<file path="src/verilog/noc_pkg.sv">
package noc_pkg;

  // ~~~~~~~~~~~~~~~~~~~~~~~~~~~~~~~~~~~~~~~~~~~~~~~~~~~~~~~~~~~~
  // sizes
  // ~~~~~~~~~~~~~~~~~~~~~~~~~~~~~~~~~~~~~~~~~~~~~~~~~~~~~~~~~~~~
  localparam int noc_vcs               = 2;
  localparam int flit_data_width       = 32;
  localparam int common_header_width   = 15;
  localparam int request_header_width  = 35;
  localparam int response_header_width = 17;
  localparam int request_header_flits  = 2;
  localparam int response_header_flits = 1;
  localparam int header_data_width     = 64;
  localparam int header_count_width    = $clog2(request_header_flits);
  localparam int vc_buffer_depth       = 4;
  localparam int buffer_pointer_width  = $clog2(vc_buffer_depth);

  // field positions inside the header and payload flits
  localparam int type_lsb         = 0;
  localparam int destination_lsb  = 2;
  localparam int source_lsb       = 6;
  localparam int vc_lsb           = 10;
  localparam int tag_lsb          = 11;
  localparam int burst_length_lsb = 15;
  localparam int address_lsb      = 19;
  localparam int status_lsb       = 15;   // responses only
  localparam int payload_data_lsb = 0;
  localparam int byte_enable_lsb  = 16;

  typedef logic [0:0]  noc_vc;
  typedef logic [3:0]  noc_id;
  typedef logic [3:0]  noc_tag;
  typedef logic [3:0]  noc_burst_length;  // beats minus one
  typedef logic [15:0] noc_address;
  typedef logic [1:0]  noc_status;
  typedef logic [15:0] noc_data;
  typedef logic [1:0]  noc_byte_enable;
  typedef logic [flit_data_width-1:0] noc_flit_data;

  typedef enum logic [1:0] {
    read_request,
    write_request,
    read_response,
    write_response
  } noc_packet_type;

  typedef enum logic {
    header_flit,
    payload_flit
  } noc_flit_type;

  function automatic logic is_request_packet_type(noc_packet_type packet_type);
    return (packet_type == read_request) || (packet_type == write_request);
  endfunction

  function automatic logic has_payload(noc_packet_type packet_type);
    return (packet_type == write_request) || (packet_type == read_response);
  endfunction

  // index of the final header flit for this packet type
  function automatic logic [header_count_width-1:0] last_header_flit(
    noc_packet_type packet_type
  );
    if (is_request_packet_type(packet_type)) begin
      return header_count_width'(request_header_flits - 1);
    end
    return header_count_width'(response_header_flits - 1);
  endfunction

endpackage
</file>
<file path="src/verilog/noc_loopback_top.sv">
`timescale 1ns/10ps

module noc_loopback_top import noc_pkg::*; (
  input  logic            clk,
  input  logic            rst_n,
  input  logic            header_valid,
  output logic            header_ready,
  input  noc_packet_type  packet_type,
  input  noc_id           destination_id,
  input  noc_id           source_id,
  input  noc_vc           vc,
  input  noc_tag          tag,
  input  noc_burst_length burst_length,
  input  noc_address      address,
  input  noc_status       status,
  input  logic            payload_valid,
  output logic            payload_ready,
  input  noc_data         data,
  input  noc_byte_enable  byte_enable,
  input  logic            payload_last,
  output logic            out_header_valid,
  input  logic            out_header_ready,
  output noc_packet_type  out_packet_type,
  output noc_id           out_destination_id,
  output noc_id           out_source_id,
  output noc_vc           out_vc,
  output noc_tag          out_tag,
  output noc_burst_length out_burst_length,
  output noc_address      out_address,
  output noc_status       out_status,
  output logic            out_payload_valid,
  input  logic            out_payload_ready,
  output noc_data         out_data,
  output noc_byte_enable  out_byte_enable,
  output logic            out_payload_last
);

  // packer to buffers
  logic [noc_vcs-1:0]  in_flit_valid;
  logic [noc_vcs-1:0]  in_flit_ready;
  noc_flit_type        in_flit_type;
  logic                in_head;
  logic                in_tail;
  noc_flit_data        in_flit_data;

  // buffers to arbiter
  logic [noc_vcs-1:0]  buf_valid;
  logic [noc_vcs-1:0]  buf_ready;
  noc_flit_type        buf_flit_type [noc_vcs];
  logic [noc_vcs-1:0]  buf_head;
  logic [noc_vcs-1:0]  buf_tail;
  noc_flit_data        buf_flit_data [noc_vcs];

  // arbiter to unpacker
  logic                arb_valid;
  logic                arb_ready;
  noc_flit_type        arb_flit_type;
  logic                arb_head;
  logic                arb_tail;
  noc_flit_data        arb_flit_data;

  noc_packet_packer packer_i (
    .clk            (clk),
    .rst_n          (rst_n),
    .header_valid   (header_valid),
    .header_ready   (header_ready),
    .packet_type    (packet_type),
    .destination_id (destination_id),
    .source_id      (source_id),
    .vc             (vc),
    .tag            (tag),
    .burst_length   (burst_length),
    .address        (address),
    .status         (status),
    .payload_valid  (payload_valid),
    .payload_ready  (payload_ready),
    .data           (data),
    .byte_enable    (byte_enable),
    .payload_last   (payload_last),
    .flit_valid     (in_flit_valid),
    .flit_ready     (in_flit_ready),
    .flit_type      (in_flit_type),
    .head           (in_head),
    .tail           (in_tail),
    .flit_data      (in_flit_data)
  );

  for (genvar i = 0; i < noc_vcs; i++) begin : g_vc_buffer
    noc_vc_buffer vc_buffer_i (
      .clk            (clk),
      .rst_n          (rst_n),
      .write_valid    (in_flit_valid[i]),
      .write_ready    (in_flit_ready[i]),
      .flit_type      (in_flit_type),
      .head           (in_head),
      .tail           (in_tail),
      .flit_data      (in_flit_data),
      .read_valid     (buf_valid[i]),
      .read_ready     (buf_ready[i]),
      .read_flit_type (buf_flit_type[i]),
      .read_head      (buf_head[i]),
      .read_tail      (buf_tail[i]),
      .read_flit_data (buf_flit_data[i])
    );
  end

  noc_vc_arbiter arbiter_i (
    .clk                (clk),
    .rst_n              (rst_n),
    .request_valid      (buf_valid),
    .request_ready      (buf_ready),
    .request_flit_type  (buf_flit_type),
    .request_head       (buf_head),
    .request_tail       (buf_tail),
    .request_flit_data  (buf_flit_data),
    .flit_valid         (arb_valid),
    .flit_ready         (arb_ready),
    .flit_type          (arb_flit_type),
    .head               (arb_head),
    .tail               (arb_tail),
    .flit_data          (arb_flit_data)
  );

  noc_packet_unpacker unpacker_i (
    .clk                (clk),
    .rst_n              (rst_n),
    .flit_valid         (arb_valid),
    .flit_ready         (arb_ready),
    .flit_type          (arb_flit_type),
    .head               (arb_head),
    .tail               (arb_tail),
    .flit_data          (arb_flit_data),
    .out_header_valid   (out_header_valid),
    .out_header_ready   (out_header_ready),
    .out_packet_type    (out_packet_type),
    .out_destination_id (out_destination_id),
    .out_source_id      (out_source_id),
    .out_vc             (out_vc),
    .out_tag            (out_tag),
    .out_burst_length   (out_burst_length),
    .out_address        (out_address),
    .out_status         (out_status),
    .out_payload_valid  (out_payload_valid),
    .out_payload_ready  (out_payload_ready),
    .out_data           (out_data),
    .out_byte_enable    (out_byte_enable),
    .out_payload_last   (out_payload_last)
  );

endmodule

</file>
<file path="src/verilog/noc_packet_unpacker.sv">
`timescale 1ns/10ps

module noc_packet_unpacker import noc_pkg::*; (
  input  logic            clk,
  input  logic            rst_n,
  input  logic            flit_valid,
  output logic            flit_ready,
  input  noc_flit_type    flit_type,
  input  logic            head,
  input  logic            tail,
  input  noc_flit_data    flit_data,
  output logic            out_header_valid,
  input  logic            out_header_ready,
  output noc_packet_type  out_packet_type,
  output noc_id           out_destination_id,
  output noc_id           out_source_id,
  output noc_vc           out_vc,
  output noc_tag          out_tag,
  output noc_burst_length out_burst_length,
  output noc_address      out_address,
  output noc_status       out_status,
  output logic            out_payload_valid,
  input  logic            out_payload_ready,
  output noc_data         out_data,
  output noc_byte_enable  out_byte_enable,
  output logic            out_payload_last
);

  typedef enum logic [1:0] {
    collect,
    header_hold,
    payload
  } unpacker_state;

  unpacker_state                  state;
  logic [header_data_width-1:0]   header_q;
  logic [header_count_width-1:0]  flit_count;
  logic [header_count_width-1:0]  word;
  noc_packet_type                 flit_packet_type;
  logic                           header_accept;
  logic                           header_last;

  // a head flit always restarts collection at word zero
  assign word             = head ? '0 : flit_count;
  assign flit_packet_type = head ? noc_packet_type'(flit_data[type_lsb +: 2]) : out_packet_type;
  assign header_last      = (word == last_header_flit(flit_packet_type));
  assign header_accept    = (state == collect) && flit_valid && (flit_type == header_flit);

  assign flit_ready = ((state == collect) && (flit_type == header_flit)) ||
                      ((state == payload) && (flit_type == payload_flit) && out_payload_ready);

  always_ff @(posedge clk) begin
    if (header_accept) begin
      header_q[word*flit_data_width +: flit_data_width] <= flit_data;
    end
  end

  always_ff @(posedge clk or negedge rst_n) begin
    if (!rst_n) begin
      state      <= collect;
      flit_count <= '0;
    end else begin
      case (state)
        collect: begin
          if (header_accept) begin
            flit_count <= header_last ? '0 : word + 1'b1;
            if (header_last) begin
              state <= header_hold;
            end
          end
        end
        header_hold: begin
          if (out_header_ready) begin
            state <= has_payload(out_packet_type) ? payload : collect;
          end
        end
        default: begin
          if (out_payload_valid && out_payload_ready && tail) begin
            state <= collect;
          end
        end
      endcase
    end
  end

  // ~~~~~~~~~~~~~~~~~~~~~~~~~~~~~~~~~~~~~~~~~~~~~~~~~~~~~~~~~~~~
  // outputs
  // ~~~~~~~~~~~~~~~~~~~~~~~~~~~~~~~~~~~~~~~~~~~~~~~~~~~~~~~~~~~~
  assign out_header_valid   = (state == header_hold);
  assign out_packet_type    = noc_packet_type'(header_q[type_lsb +: 2]);
  assign out_destination_id = header_q[destination_lsb +: $bits(noc_id)];
  assign out_source_id      = header_q[source_lsb +: $bits(noc_id)];
  assign out_vc             = header_q[vc_lsb +: $bits(noc_vc)];
  assign out_tag            = header_q[tag_lsb +: $bits(noc_tag)];
  assign out_burst_length   = header_q[burst_length_lsb +: $bits(noc_burst_length)];
  assign out_address        = header_q[address_lsb +: $bits(noc_address)];
  assign out_status         = header_q[status_lsb +: $bits(noc_status)];  // overlaps burst_length

  assign out_payload_valid = (state == payload) && flit_valid && (flit_type == payload_flit);
  assign out_data          = flit_data[payload_data_lsb +: $bits(noc_data)];
  assign out_byte_enable   = flit_data[byte_enable_lsb +: $bits(noc_byte_enable)];
  assign out_payload_last  = tail;

endmodule

</file>
<file path="src/verilog/noc_vc_arbiter.sv">
`timescale 1ns/10ps

module noc_vc_arbiter import noc_pkg::*; (
  input  logic                clk,
  input  logic                rst_n,
  input  logic [noc_vcs-1:0]  request_valid,
  output logic [noc_vcs-1:0]  request_ready,
  input  noc_flit_type        request_flit_type [noc_vcs],
  input  logic [noc_vcs-1:0]  request_head,
  input  logic [noc_vcs-1:0]  request_tail,
  input  noc_flit_data        request_flit_data [noc_vcs],
  output logic                flit_valid,
  input  logic                flit_ready,
  output noc_flit_type        flit_type,
  output logic                head,
  output logic                tail,
  output noc_flit_data        flit_data
);

  logic                 lock;
  logic [noc_vcs-1:0]   grant_q;
  logic [noc_vcs-1:0]   pick;
  logic [noc_vcs-1:0]   grant;
  noc_vc                rr_ptr;
  noc_vc                sel;
  logic                 flit_ack;

  // round robin search from the priority pointer, heads only
  always_comb begin
    noc_vc idx;
    logic  found;
    pick  = '0;
    found = 1'b0;
    for (int i = 0; i < noc_vcs; i++) begin
      idx = noc_vc'((int'(rr_ptr) + i) % noc_vcs);
      if (!found && request_valid[idx] && request_head[idx]) begin
        pick[idx] = 1'b1;
        found     = 1'b1;
      end
    end
  end

  assign grant = lock ? grant_q : pick;

  always_comb begin
    sel = '0;
    for (int i = 0; i < noc_vcs; i++) begin
      if (grant[i]) begin
        sel = noc_vc'(i);
      end
    end
  end

  assign request_ready = grant & {noc_vcs{flit_ready}};
  assign flit_valid    = |(request_valid & grant);
  assign flit_type     = request_flit_type[sel];
  assign head          = request_head[sel];
  assign tail          = request_tail[sel];
  assign flit_data     = request_flit_data[sel];
  assign flit_ack      = flit_valid && flit_ready;

  always_ff @(posedge clk or negedge rst_n) begin
    if (!rst_n) begin
      lock    <= 1'b0;
      grant_q <= '0;
      rr_ptr  <= '0;
    end else if (flit_ack) begin
      if (tail) begin
        lock   <= 1'b0;
        rr_ptr <= noc_vc'((int'(sel) + 1) % noc_vcs);  // the other channel goes first next
      end else if (head) begin
        lock    <= 1'b1;
        grant_q <= grant;
      end
    end
  end

  assert property (@(posedge clk) disable iff (!rst_n) lock |-> $onehot(grant_q))
    else $error("vc_arbiter: grant not one-hot while locked");

endmodule

</file>
<file path="src/verilog/noc_vc_buffer.sv">
`timescale 1ns/10ps

module noc_vc_buffer import noc_pkg::*; (
  input  logic          clk,
  input  logic          rst_n,
  input  logic          write_valid,
  output logic          write_ready,
  input  noc_flit_type  flit_type,
  input  logic          head,
  input  logic          tail,
  input  noc_flit_data  flit_data,
  output logic          read_valid,
  input  logic          read_ready,
  output noc_flit_type  read_flit_type,
  output logic          read_head,
  output logic          read_tail,
  output noc_flit_data  read_flit_data
);

  noc_flit_type                     type_mem [vc_buffer_depth];
  logic                             head_mem [vc_buffer_depth];
  logic                             tail_mem [vc_buffer_depth];
  noc_flit_data                     data_mem [vc_buffer_depth];
  logic [buffer_pointer_width-1:0]  read_ptr;
  logic [buffer_pointer_width-1:0]  write_addr;
  logic [buffer_pointer_width:0]    count;
  logic                             write_en;
  logic                             read_en;

  assign write_ready = (count != vc_buffer_depth);
  assign read_valid  = (count != '0);
  assign write_en    = write_valid && write_ready;
  assign read_en     = read_valid && read_ready;
  assign write_addr  = read_ptr + count[buffer_pointer_width-1:0];  // wraps past the last entry

  always_ff @(posedge clk) begin
    if (write_en) begin
      type_mem[write_addr] <= flit_type;
      head_mem[write_addr] <= head;
      tail_mem[write_addr] <= tail;
      data_mem[write_addr] <= flit_data;
    end
  end

  always_ff @(posedge clk or negedge rst_n) begin
    if (!rst_n) begin
      read_ptr <= '0;
      count    <= '0;
    end else begin
      if (read_en) begin
        read_ptr <= read_ptr + 1'b1;
      end
      count <= count + write_en - read_en;
    end
  end

  assign read_flit_type = type_mem[read_ptr];
  assign read_head      = head_mem[read_ptr];
  assign read_tail      = tail_mem[read_ptr];
  assign read_flit_data = data_mem[read_ptr];

  // a flit refused by a full buffer is offered again unchanged
  assert property (@(posedge clk) disable iff (!rst_n)
    (write_valid && !write_ready) |=> (write_valid && $stable(flit_data) && $stable(tail)))
    else $error("vc_buffer: flit withdrawn while the buffer was full");

endmodule

</file>
<file path="src/verilog/noc_packet_packer.sv">
`timescale 1ns/10ps

module noc_packet_packer import noc_pkg::*; (
  input  logic                clk,
  input  logic                rst_n,
  input  logic                header_valid,
  output logic                header_ready,
  input  noc_packet_type      packet_type,
  input  noc_id               destination_id,
  input  noc_id               source_id,
  input  noc_vc               vc,
  input  noc_tag              tag,
  input  noc_burst_length     burst_length,
  input  noc_address          address,
  input  noc_status           status,
  input  logic                payload_valid,
  output logic                payload_ready,
  input  noc_data             data,
  input  noc_byte_enable      byte_enable,
  input  logic                payload_last,
  output logic [noc_vcs-1:0]  flit_valid,
  input  logic [noc_vcs-1:0]  flit_ready,
  output noc_flit_type        flit_type,
  output logic                head,
  output logic                tail,
  output noc_flit_data        flit_data
);

  typedef enum logic {
    send_header,
    send_payload
  } packer_state;

  packer_state                    state;
  logic [header_count_width-1:0]  flit_count;
  logic [header_data_width-1:0]   header_data;
  noc_vc                          vc_latched;
  noc_vc                          flit_vc;
  logic                           header_last;
  logic                           no_payload;
  logic                           any_valid;
  logic                           selected_ready;
  logic                           flit_ack;

  // ~~~~~~~~~~~~~~~~~~~~~~~~~~~~~~~~~~~~~~~~~~~~~~~~~~~~~~~~~~~~
  // header packing
  // ~~~~~~~~~~~~~~~~~~~~~~~~~~~~~~~~~~~~~~~~~~~~~~~~~~~~~~~~~~~~
  always_comb begin
    header_data = '0;
    header_data[common_header_width-1:0] = {tag, vc, source_id, destination_id, packet_type};
    if (is_request_packet_type(packet_type)) begin
      header_data[request_header_width-1:common_header_width] = {address, burst_length};
    end else begin
      header_data[response_header_width-1:common_header_width] = status;
    end
  end

  assign no_payload  = !has_payload(packet_type);
  assign header_last = (flit_count == last_header_flit(packet_type));

  // ~~~~~~~~~~~~~~~~~~~~~~~~~~~~~~~~~~~~~~~~~~~~~~~~~~~~~~~~~~~~
  // flit link
  // ~~~~~~~~~~~~~~~~~~~~~~~~~~~~~~~~~~~~~~~~~~~~~~~~~~~~~~~~~~~~
  assign flit_vc        = (state == send_header && flit_count == '0) ? vc : vc_latched;
  assign any_valid      = (state == send_header) ? header_valid : payload_valid;
  assign selected_ready = flit_ready[flit_vc];
  assign flit_ack       = any_valid && selected_ready;

  always_comb begin
    flit_valid          = '0;
    flit_valid[flit_vc] = any_valid;  // only the packet's own channel sees valid
  end

  assign header_ready  = (state == send_header) && selected_ready && header_last;
  assign payload_ready = (state == send_payload) && selected_ready;

  always_comb begin
    if (state == send_header) begin
      flit_type = header_flit;
      head      = (flit_count == '0);
      tail      = no_payload && header_last;
      flit_data = header_data[flit_count*flit_data_width +: flit_data_width];
    end else begin
      flit_type = payload_flit;
      head      = 1'b0;
      tail      = payload_last;
      flit_data = '0;
      flit_data[payload_data_lsb +: $bits(noc_data)]       = data;
      flit_data[byte_enable_lsb +: $bits(noc_byte_enable)] = byte_enable;
    end
  end

  always_ff @(posedge clk or negedge rst_n) begin
    if (!rst_n) begin
      state      <= send_header;
      flit_count <= '0;
      vc_latched <= '0;
    end else if (flit_ack) begin
      if (head) begin
        vc_latched <= vc;
      end
      if (state == send_header) begin
        flit_count <= header_last ? '0 : flit_count + 1'b1;
      end
      if (tail) begin
        state <= send_header;
      end else if (state == send_header && header_last) begin
        state <= send_payload;
      end
    end
  end

  // channel must not move between the head flit and the tail flit
  assert property (@(posedge clk) disable iff (!rst_n)
    (|flit_valid && !head) |-> (vc == vc_latched))
    else $error("packer: vc changed inside a packet");

endmodule

</file>
<file path="config.mk">
export PLATFORM = sky130hd
export DESIGN_NAME = noc_loopback_top
export DESIGN_NICKNAME = d
export VERILOG_FILES = /design/src/verilog/noc_pkg.sv /design/src/verilog/noc_loopback_top.sv /design/src/verilog/noc_packet_unpacker.sv /design/src/verilog/noc_vc_arbiter.sv /design/src/verilog/noc_vc_buffer.sv /design/src/verilog/noc_packet_packer.sv
export SDC_FILE = /design/constraint.sdc
export NUM_CORES = 1
export LEC_CHECK = 0
export BUFFER_PORTS_ARGS = -buffer_cell sky130_fd_sc_hd__buf_2
export CORE_ASPECT_RATIO = 0.6
export CORE_MARGIN = 5
export CORE_UTILIZATION = 35
export CTS_CLUSTER_SIZE = 28
export DETAILED_ROUTE_END_ITERATION = 12
export HOLD_SLACK_MARGIN = 0.08
export PLACE_DENSITY = 0.51
export REMOVE_ABC_BUFFERS = 1
export SLEW_MARGIN = 20
export SYNTH_ARGS = -nofsm -noshare
export SYNTH_HDL_FRONTEND = slang
export SYNTH_SLANG_ARGS = --single-unit
</file>
<file path="constraint.sdc">
create_clock -name clk -period 5.6 [get_ports clk]
set_clock_uncertainty 0.05 [all_clocks]
set_input_delay 1.12 -clock clk [delete_from_list [all_inputs] [get_ports clk]]
set_output_delay 1.12 -clock clk [all_outputs]
set_load 0.1 [all_outputs]
</file>
# Word-level counts from Yosys, hierarchy flattened
# Memories as Yosys holds them, arrays and structs flattened.
# Cells that the tools add are included.
[word_totals] reg_bits=84 mem_bits_rw=280 in_bits=62 output_inout_bits=60 word_cells=183 memories=8
[classes] add_sub_neg=13 n_lt_le_gt_ge=8 n_eq_ne=14 shifts=3 muxes=64 bitwise_logic=9 n_reduce_logical=51
[memory_table] name="g_vc_buffer[0].vc_buffer_i.data_mem" words=4 width=32 read_ports=1 rd_clocked_by_memory_dff=0 wr=1 line="noc_vc_buffer.sv:23" text="noc_flit_data data_mem [vc_buffer_depth];"
[memory_table] name="g_vc_buffer[1].vc_buffer_i.data_mem" words=4 width=32 read_ports=1 rd_clocked_by_memory_dff=0 wr=1 line="noc_vc_buffer.sv:23"
[memory_table] name="g_vc_buffer[0].vc_buffer_i.head_mem" words=4 width=1 read_ports=1 rd_clocked_by_memory_dff=0 wr=1 line="noc_vc_buffer.sv:21" text="logic head_mem [vc_buffer_depth];"
[memory_table] name="g_vc_buffer[0].vc_buffer_i.tail_mem" words=4 width=1 read_ports=1 rd_clocked_by_memory_dff=0 wr=1 line="noc_vc_buffer.sv:22" text="logic tail_mem [vc_buffer_depth];"
[memory_table] name="g_vc_buffer[0].vc_buffer_i.type_mem" words=4 width=1 read_ports=1 rd_clocked_by_memory_dff=0 wr=1 line="noc_vc_buffer.sv:20" text="noc_flit_type type_mem [vc_buffer_depth];"
[memory_table] name="g_vc_buffer[1].vc_buffer_i.head_mem" words=4 width=1 read_ports=1 rd_clocked_by_memory_dff=0 wr=1 line="noc_vc_buffer.sv:21"
[memory_table] name="+2 memories"
[op_table] cell="$mux W32" count=4
[op_table] cell="$bwmux W64" count=1
[op_table] cell="$shift A32 B34 Y64 const A" count=1
[op_table] cell="$shiftx A32 B34 Y64" count=1
[op_table] cell="$shiftx A64 B7 Y32" count=1
[op_table] cell="$mux W1" count=44
[op_table] cell="$neg A6 Y34" count=1
[op_table] cell="$logic_and A1 B1 Y1" count=27
[op_table] cell="$mux W2" count=10
[op_table] cell="$mux W18" count=1
[op_table] cell="$reduce_and A2 Y1" count=6
[op_table] cell="$reduce_bool A3 Y1" count=3
[op_table] cell="$eq A2 B1 Y1 const B" count=4
[op_table] cell="$lt A1 B2 Y1 const B" count=4
[op_table] cell="$add A3 B1 Y3" count=2
[op_table] cell="$and A2 B2 Y2" count=3
[op_table] cell="$eq A2 B2 Y1 const B" count=3
[op_table] cell="$logic_not A2 Y1" count=3
[op_table] cell="$ne A2 B1 Y1 const B" count=3
[op_table] cell="$ne A3 B3 Y1 const B" count=2
[op_table] cell="$sub A3 B1 Y3" count=2
[op_table] cell="$logic_or A1 B1 Y1" count=5
[op_table] cell="$add A1 B1 Y1 const B" count=4
[op_table] cell="$add A2 B1 Y2 const B" count=2
[op_table] cell="other kinds (14)" count=25

# Longest topological paths before layout
[logic_depth] word_depth=24 mapped_depth=14 depth_no_buf=13

# Modules after synthesis
# From an unflattened synthesis, not the netlist that was laid out.
[unflattened] hier_cells=694 area_unflattened_um2=13880.8
[by_module_without_submodules] module="noc_vc_buffer at g_vc_buffer[1].vc_buffer_i" n_inst=1 cells_per_inst=212 area_each_um2=5447.7 seq_area_each_um2=4329.2
[by_module_without_submodules] module="noc_vc_buffer at g_vc_buffer[0].vc_buffer_i" n_inst=1 cells_per_inst=213 area_each_um2=5425.2 seq_area_each_um2=4329.2
[by_module_without_submodules] module="noc_packet_unpacker" n_inst=1 cells_per_inst=118 area_each_um2=1660.3 seq_area_each_um2=1126.1
[by_module_without_submodules] module="noc_vc_arbiter" n_inst=1 cells_per_inst=64 area_each_um2=706.9 seq_area_each_um2=100.1
[by_module_without_submodules] module="noc_packet_packer" n_inst=1 cells_per_inst=87 area_each_um2=640.6 seq_area_each_um2=75.1

# Worst setup path after synthesis
# No wires, ideal clock.
[synth_timing] path_kind="register -> output" from="reg g_vc_buffer[1].vc_buffer_i.read_ptr[0]" to="out out_payload_valid" arrival_time_ns=4.002 required_time_ns=4.430 path_slack_ns=0.428 stages_incl_launch_ff=7 path_buffers=1 cell_sequence="dfrtp_1 buf_4 mux4_2 a41oi_1 nor3b_1 nor2_1 nor3b_1"
[synth_between] elab_chain_len=16 word_cells_on_any_way=24 cone_classes="mux (12); bitwise (3); reduce/logical (7); memory (2)"
[synth_rtl] item="from (decl)" line="noc_vc_buffer.sv:24" text="logic [buffer_pointer_width-1:0] read_ptr;"
[synth_rtl] item="from (signal assigned)" line="noc_vc_buffer.sv:51" text="read_ptr <= read_ptr + 1'b1;"
[synth_rtl] item="$mem_v2 Z4 W1"
[synth_rtl] item="$mux W1 (not written as such) (2 in a row)" line="noc_vc_arbiter.sv:36" text="if (!found && request_valid[idx] && request_head[idx]) begin"
[synth_rtl] item="$logic_and A1 B1 Y1" line="noc_vc_arbiter.sv:36"
[synth_rtl] item="$mux W1" line="noc_vc_arbiter.sv:36"
[synth_rtl] item="$logic_not A1 Y1" line="noc_vc_arbiter.sv:36"
[synth_rtl] item="$logic_and A1 B1 Y1 (2 in a row)" line="noc_vc_arbiter.sv:36"
[synth_rtl] item="$mux W2" line="noc_vc_arbiter.sv:36"
[synth_rtl] item="$mux W2" line="noc_vc_arbiter.sv:43" text="assign grant = lock ? grant_q : pick;"
[synth_rtl] item="$mux W1" line="noc_vc_arbiter.sv:48" text="if (grant[i]) begin"
[synth_rtl] item="$not A1 Y2 (not written as such)" line="noc_vc_arbiter.sv:56" text="assign flit_type = request_flit_type[sel];"
[synth_rtl] item="$mux W1 (not written as such) (3 in a row)" line="noc_vc_arbiter.sv:56"
[synth_rtl] item="$logic_and A1 B1 Y1 (*)" line="noc_packet_unpacker.sv:99" text="assign out_payload_valid = (state == payload) && flit_valid && (flit_type == payload_flit);"
[synth_rtl] item="to (decl)" line="noc_loopback_top.sv:31" text="output logic out_payload_valid,"
# Every way passes the cells marked *; elsewhere a longest branch is shown, timed or not. The select of a mux whose other input is x is not followed.

# Worst setup path in the final report
# Same ends and word-level chain as after synthesis.

==> results.md <==
* Mapped Cells at 726
* P&R area growth vs syn at 17.5%
* Via Count at 6,902
* Static Leak at 5.44 nW
* Clk pin slew, worst setup/hold paths at 0.06 ns
* Top_reg_cell synth: edfxtp_1
* Register area at 9960 µm²
* Total CTS buffers at 31
* PD cells at 444 nW/µm²
* Total iterations of the first detailed-routing run at 4
* DRT iter0 DRCs at 490
* Chip Height at 162 µm
* Reg2Reg Depth at 12
* Hold path depth at 1
* Initial antenna violation count at 2
* Kind of critical path: register to output port
* HP Class: register to register
* Core Rows at 55
* Number of synthesized flops with an enable pin at 315
* Die area at 42,400 µm²
* Die width at 263 µm
* Ports at 122
* Commonest non-fill, non-tap cells in the layout: 315 x edfxtp_1, 121 x buf_2, 89 x nand2_1
* Fin crit share at 0.802
* Vias per Instance at 4.92
* Total wire length at 31.5 mm
* Drt drc at 0
* Largest stage delay, worst path at 0.56 ns
* Max stage delay cell, worst path: mux4_2
* Period minus WS final at 4.49 ns
* Synth top area cells: edfxtp_1 71%, mux4_2 12%, dfrtp_1 3.7%
* Max Buffers Root-to-Sink at 3
* Layout cells sized above 1 at 0.317
* Most common cell after layout, fill and taps aside: edfxtp_1
* Yosys top cell area share at 0.706
* Initial Util at 0.355
* Hold Path Origin: unpacker_i.flit_count
* CTS tree: done
* Total gr overflow at 0
* GPL Wtd Cong at 0.733
* Final setup viols at 0
* Dpl ws at 1.59 ns
* Unrepaired setup endpoints after global routing: no
* Vias in the first global route at 7,147
* Slew Viols, Final at 0
* Clk_lat worst skew at 0.57 ns
* Hpwl dp at 18.6 mm
* # port buffers at 121
* Flops & latches, synth at 335
* Final setup margin at 1.11 ns
* H-tree level count at 1
* Seq/Total Area, Yosys at 0.744
* Dominant cell type by area after synthesis: edfxtp_1
* Maxcap violations at 0
* Worst-Margin Slew at 1.06 ns
* Relative slew slack at 0.283
* Post-synth ARST share at 0.0597
* Post-Syn Area at 13,400 µm²
* Startpoint types: register
* Crit path DAT at 3.32 ns
* First-pass GRT wire length at 47.2 mm
* Synth unique cells at 44
* Total Power at 6.99 mW
* Wire per inst at 22.5 µm
* FILL cells at 3,474
* ANT nets after route at 0
* Nets at 938
* CP dominant cell by count: nor3b_1
* WP data required at 4.43 ns
* YS warnings at 0
* Fin. Hold Viols at 0
* CTS resizes at 0
* Maximum vdd drop at 199 µV
* R2R Path End: g_vc_buffer[1].vc_buffer_i.count[2]
* Outcome: completed
* N_diodes at 0
* # Post-CTS Setup Buffers at 0
* Total GRT Usage at 0.146
* Hold Path End: unpacker_i.flit_count
* Largest net degree at the start of global routing at 39
* R2r setup slk at 1.66 ns
* Worst R2R Start: g_vc_buffer[0].vc_buffer_i.read_ptr[0]
* Util after Layout at 0.417
* Core area at 37,700 µm²
* Fmax at 0.223 GHz
* CTS sink cnt at 335
* Hold Buf Count CTS at 0
* Critical Path, Cell by Cell: mux4_2, a41oi_1, nor3b_1, nor2_1, nor3b_1, buf_2
* CP endpoint kind: output port
* Multi-input gate area at 3280 µm²
* Clock root cell: clkbuf_16
* Mean Syn Cell Area at 18.4 µm²
* Max FO, Critical Path at 7
## cell type report
type | instances | area share
multi-input cells | 337 | 0.209
repair buffers | 141 | 0.0480
flip-flops and latches | 335 | 0.633
inverters | 18 | 0.00429
clock inverters | 16 | 0.00994
clock buffers | 42 | 0.0551
well taps | 513 | 0.0408
## sequential cells by signal, summed over array words and instances (netlist names)
name	count
g_vc_buffer.vc_buffer_i.count	6
arbiter_i.lock	1
arbiter_i.grant_q	2
g_vc_buffer.vc_buffer_i.head_mem	8
g_vc_buffer.vc_buffer_i.type_mem	8
unpacker_i.state	2
g_vc_buffer.vc_buffer_i.read_ptr	4
packer_i.vc_latched	1
g_vc_buffer.vc_buffer_i.tail_mem	8
arbiter_i.rr_ptr	1
packer_i.state	1
unpacker_i.header_q	35
g_vc_buffer.vc_buffer_i.data_mem	256
packer_i.flit_count	1
unpacker_i.flit_count	1
## Yosys cell counts (5+ instances only)
cell	instances
a21oi_1	21
a22o_1	13
and2_1	17
and3_1	18
clkbuf_1	29
dfrtp_1	20
edfxtp_1	315
ha_1	10
inv_1	18
mux2i_1	9
mux4_2	70
nand2_1	89
nor2_1	19
nor2b_1	5
o21ai_0	8
xnor2_1	8
xor2_1	7
## report_power, final
group          internal [mW]  switching (mW)  total, mW
Combinational          0.351            1.04       1.39
Sequential              3.36           0.107       3.47
Clock                   1.22           0.909       2.13
Total                   4.93            2.06       6.99
## stage by stage
step	hold slack (ns)	cells	cell area (µm²)	TNS [ns]
after global routing	0.469	1402	15700	0
after global placement	0.435	1344	14700	0
final	0.450	1402	15700	0
after floorplan	0.411	690	13200	-1.59
after CTS	0.455	1402	15700	0
after detailed placement	0.441	1344	14700	0
## metal layers
metal	part of all wire	global-route usage	wire length (µm)	vias up
met2	0.46	0.229	14300	123
met4	0.016	0.0240	505	0
li1	-	-	-	3111
met5	0	0	0	-
met1	0.49	0.220	15500	3630
met3	0.037	0.0242	1160	38
## worst max-delay path by stage
| stage | from | cells after the start | slack, ns | end |
|---|---|---|---|---|
| 4_1_cts | g_vc_buffer[1].vc_buffer_i.read_ptr[0] | 6 | 1.15 | out_payload_valid |
| 2_1_floorplan | g_vc_buffer[0].vc_buffer_i.read_ptr[0] | 5 | -1.13 | out_payload_valid |
| 5_1_grt | g_vc_buffer[0].vc_buffer_i.read_ptr[0] | 6 | 1.02 | out_payload_valid |
| 3_3_place_gp | g_vc_buffer[0].vc_buffer_i.read_ptr[0] | 12 | 1.65 | g_vc_buffer[1].vc_buffer_i.count[2] |
| 3_5_place_dp | g_vc_buffer[0].vc_buffer_i.read_ptr[0] | 12 | 1.59 | g_vc_buffer[1].vc_buffer_i.count[2] |
| 6_report | g_vc_buffer[1].vc_buffer_i.read_ptr[0] | 6 | 1.11 | out_payload_valid |
## worst max-delay path, delay by kind of cell, from the launching register on
family                 cells  cell delay [ns]
DFF                        1             0.38
AOI/OAI and AO/OA          1             0.30
muxes                      1             0.56
and+or+nand+nor            3             1.03
buffers and inverters      1             0.49
## kinds of logic after synthesis
kind of cell,count (synthesis),synth area share
flip-flops,335,0.744
AND/OR/NAND/NOR,170,0.0600
multiplexers,85,0.130
AO/OA/AOI/OAI,55,0.0278
buffers and inverters,54,0.0165
XOR/XNOR,15,0.00981
adder cells (fa/ha/maj),12,0.0123
Power figures use the tool's default switching activity.
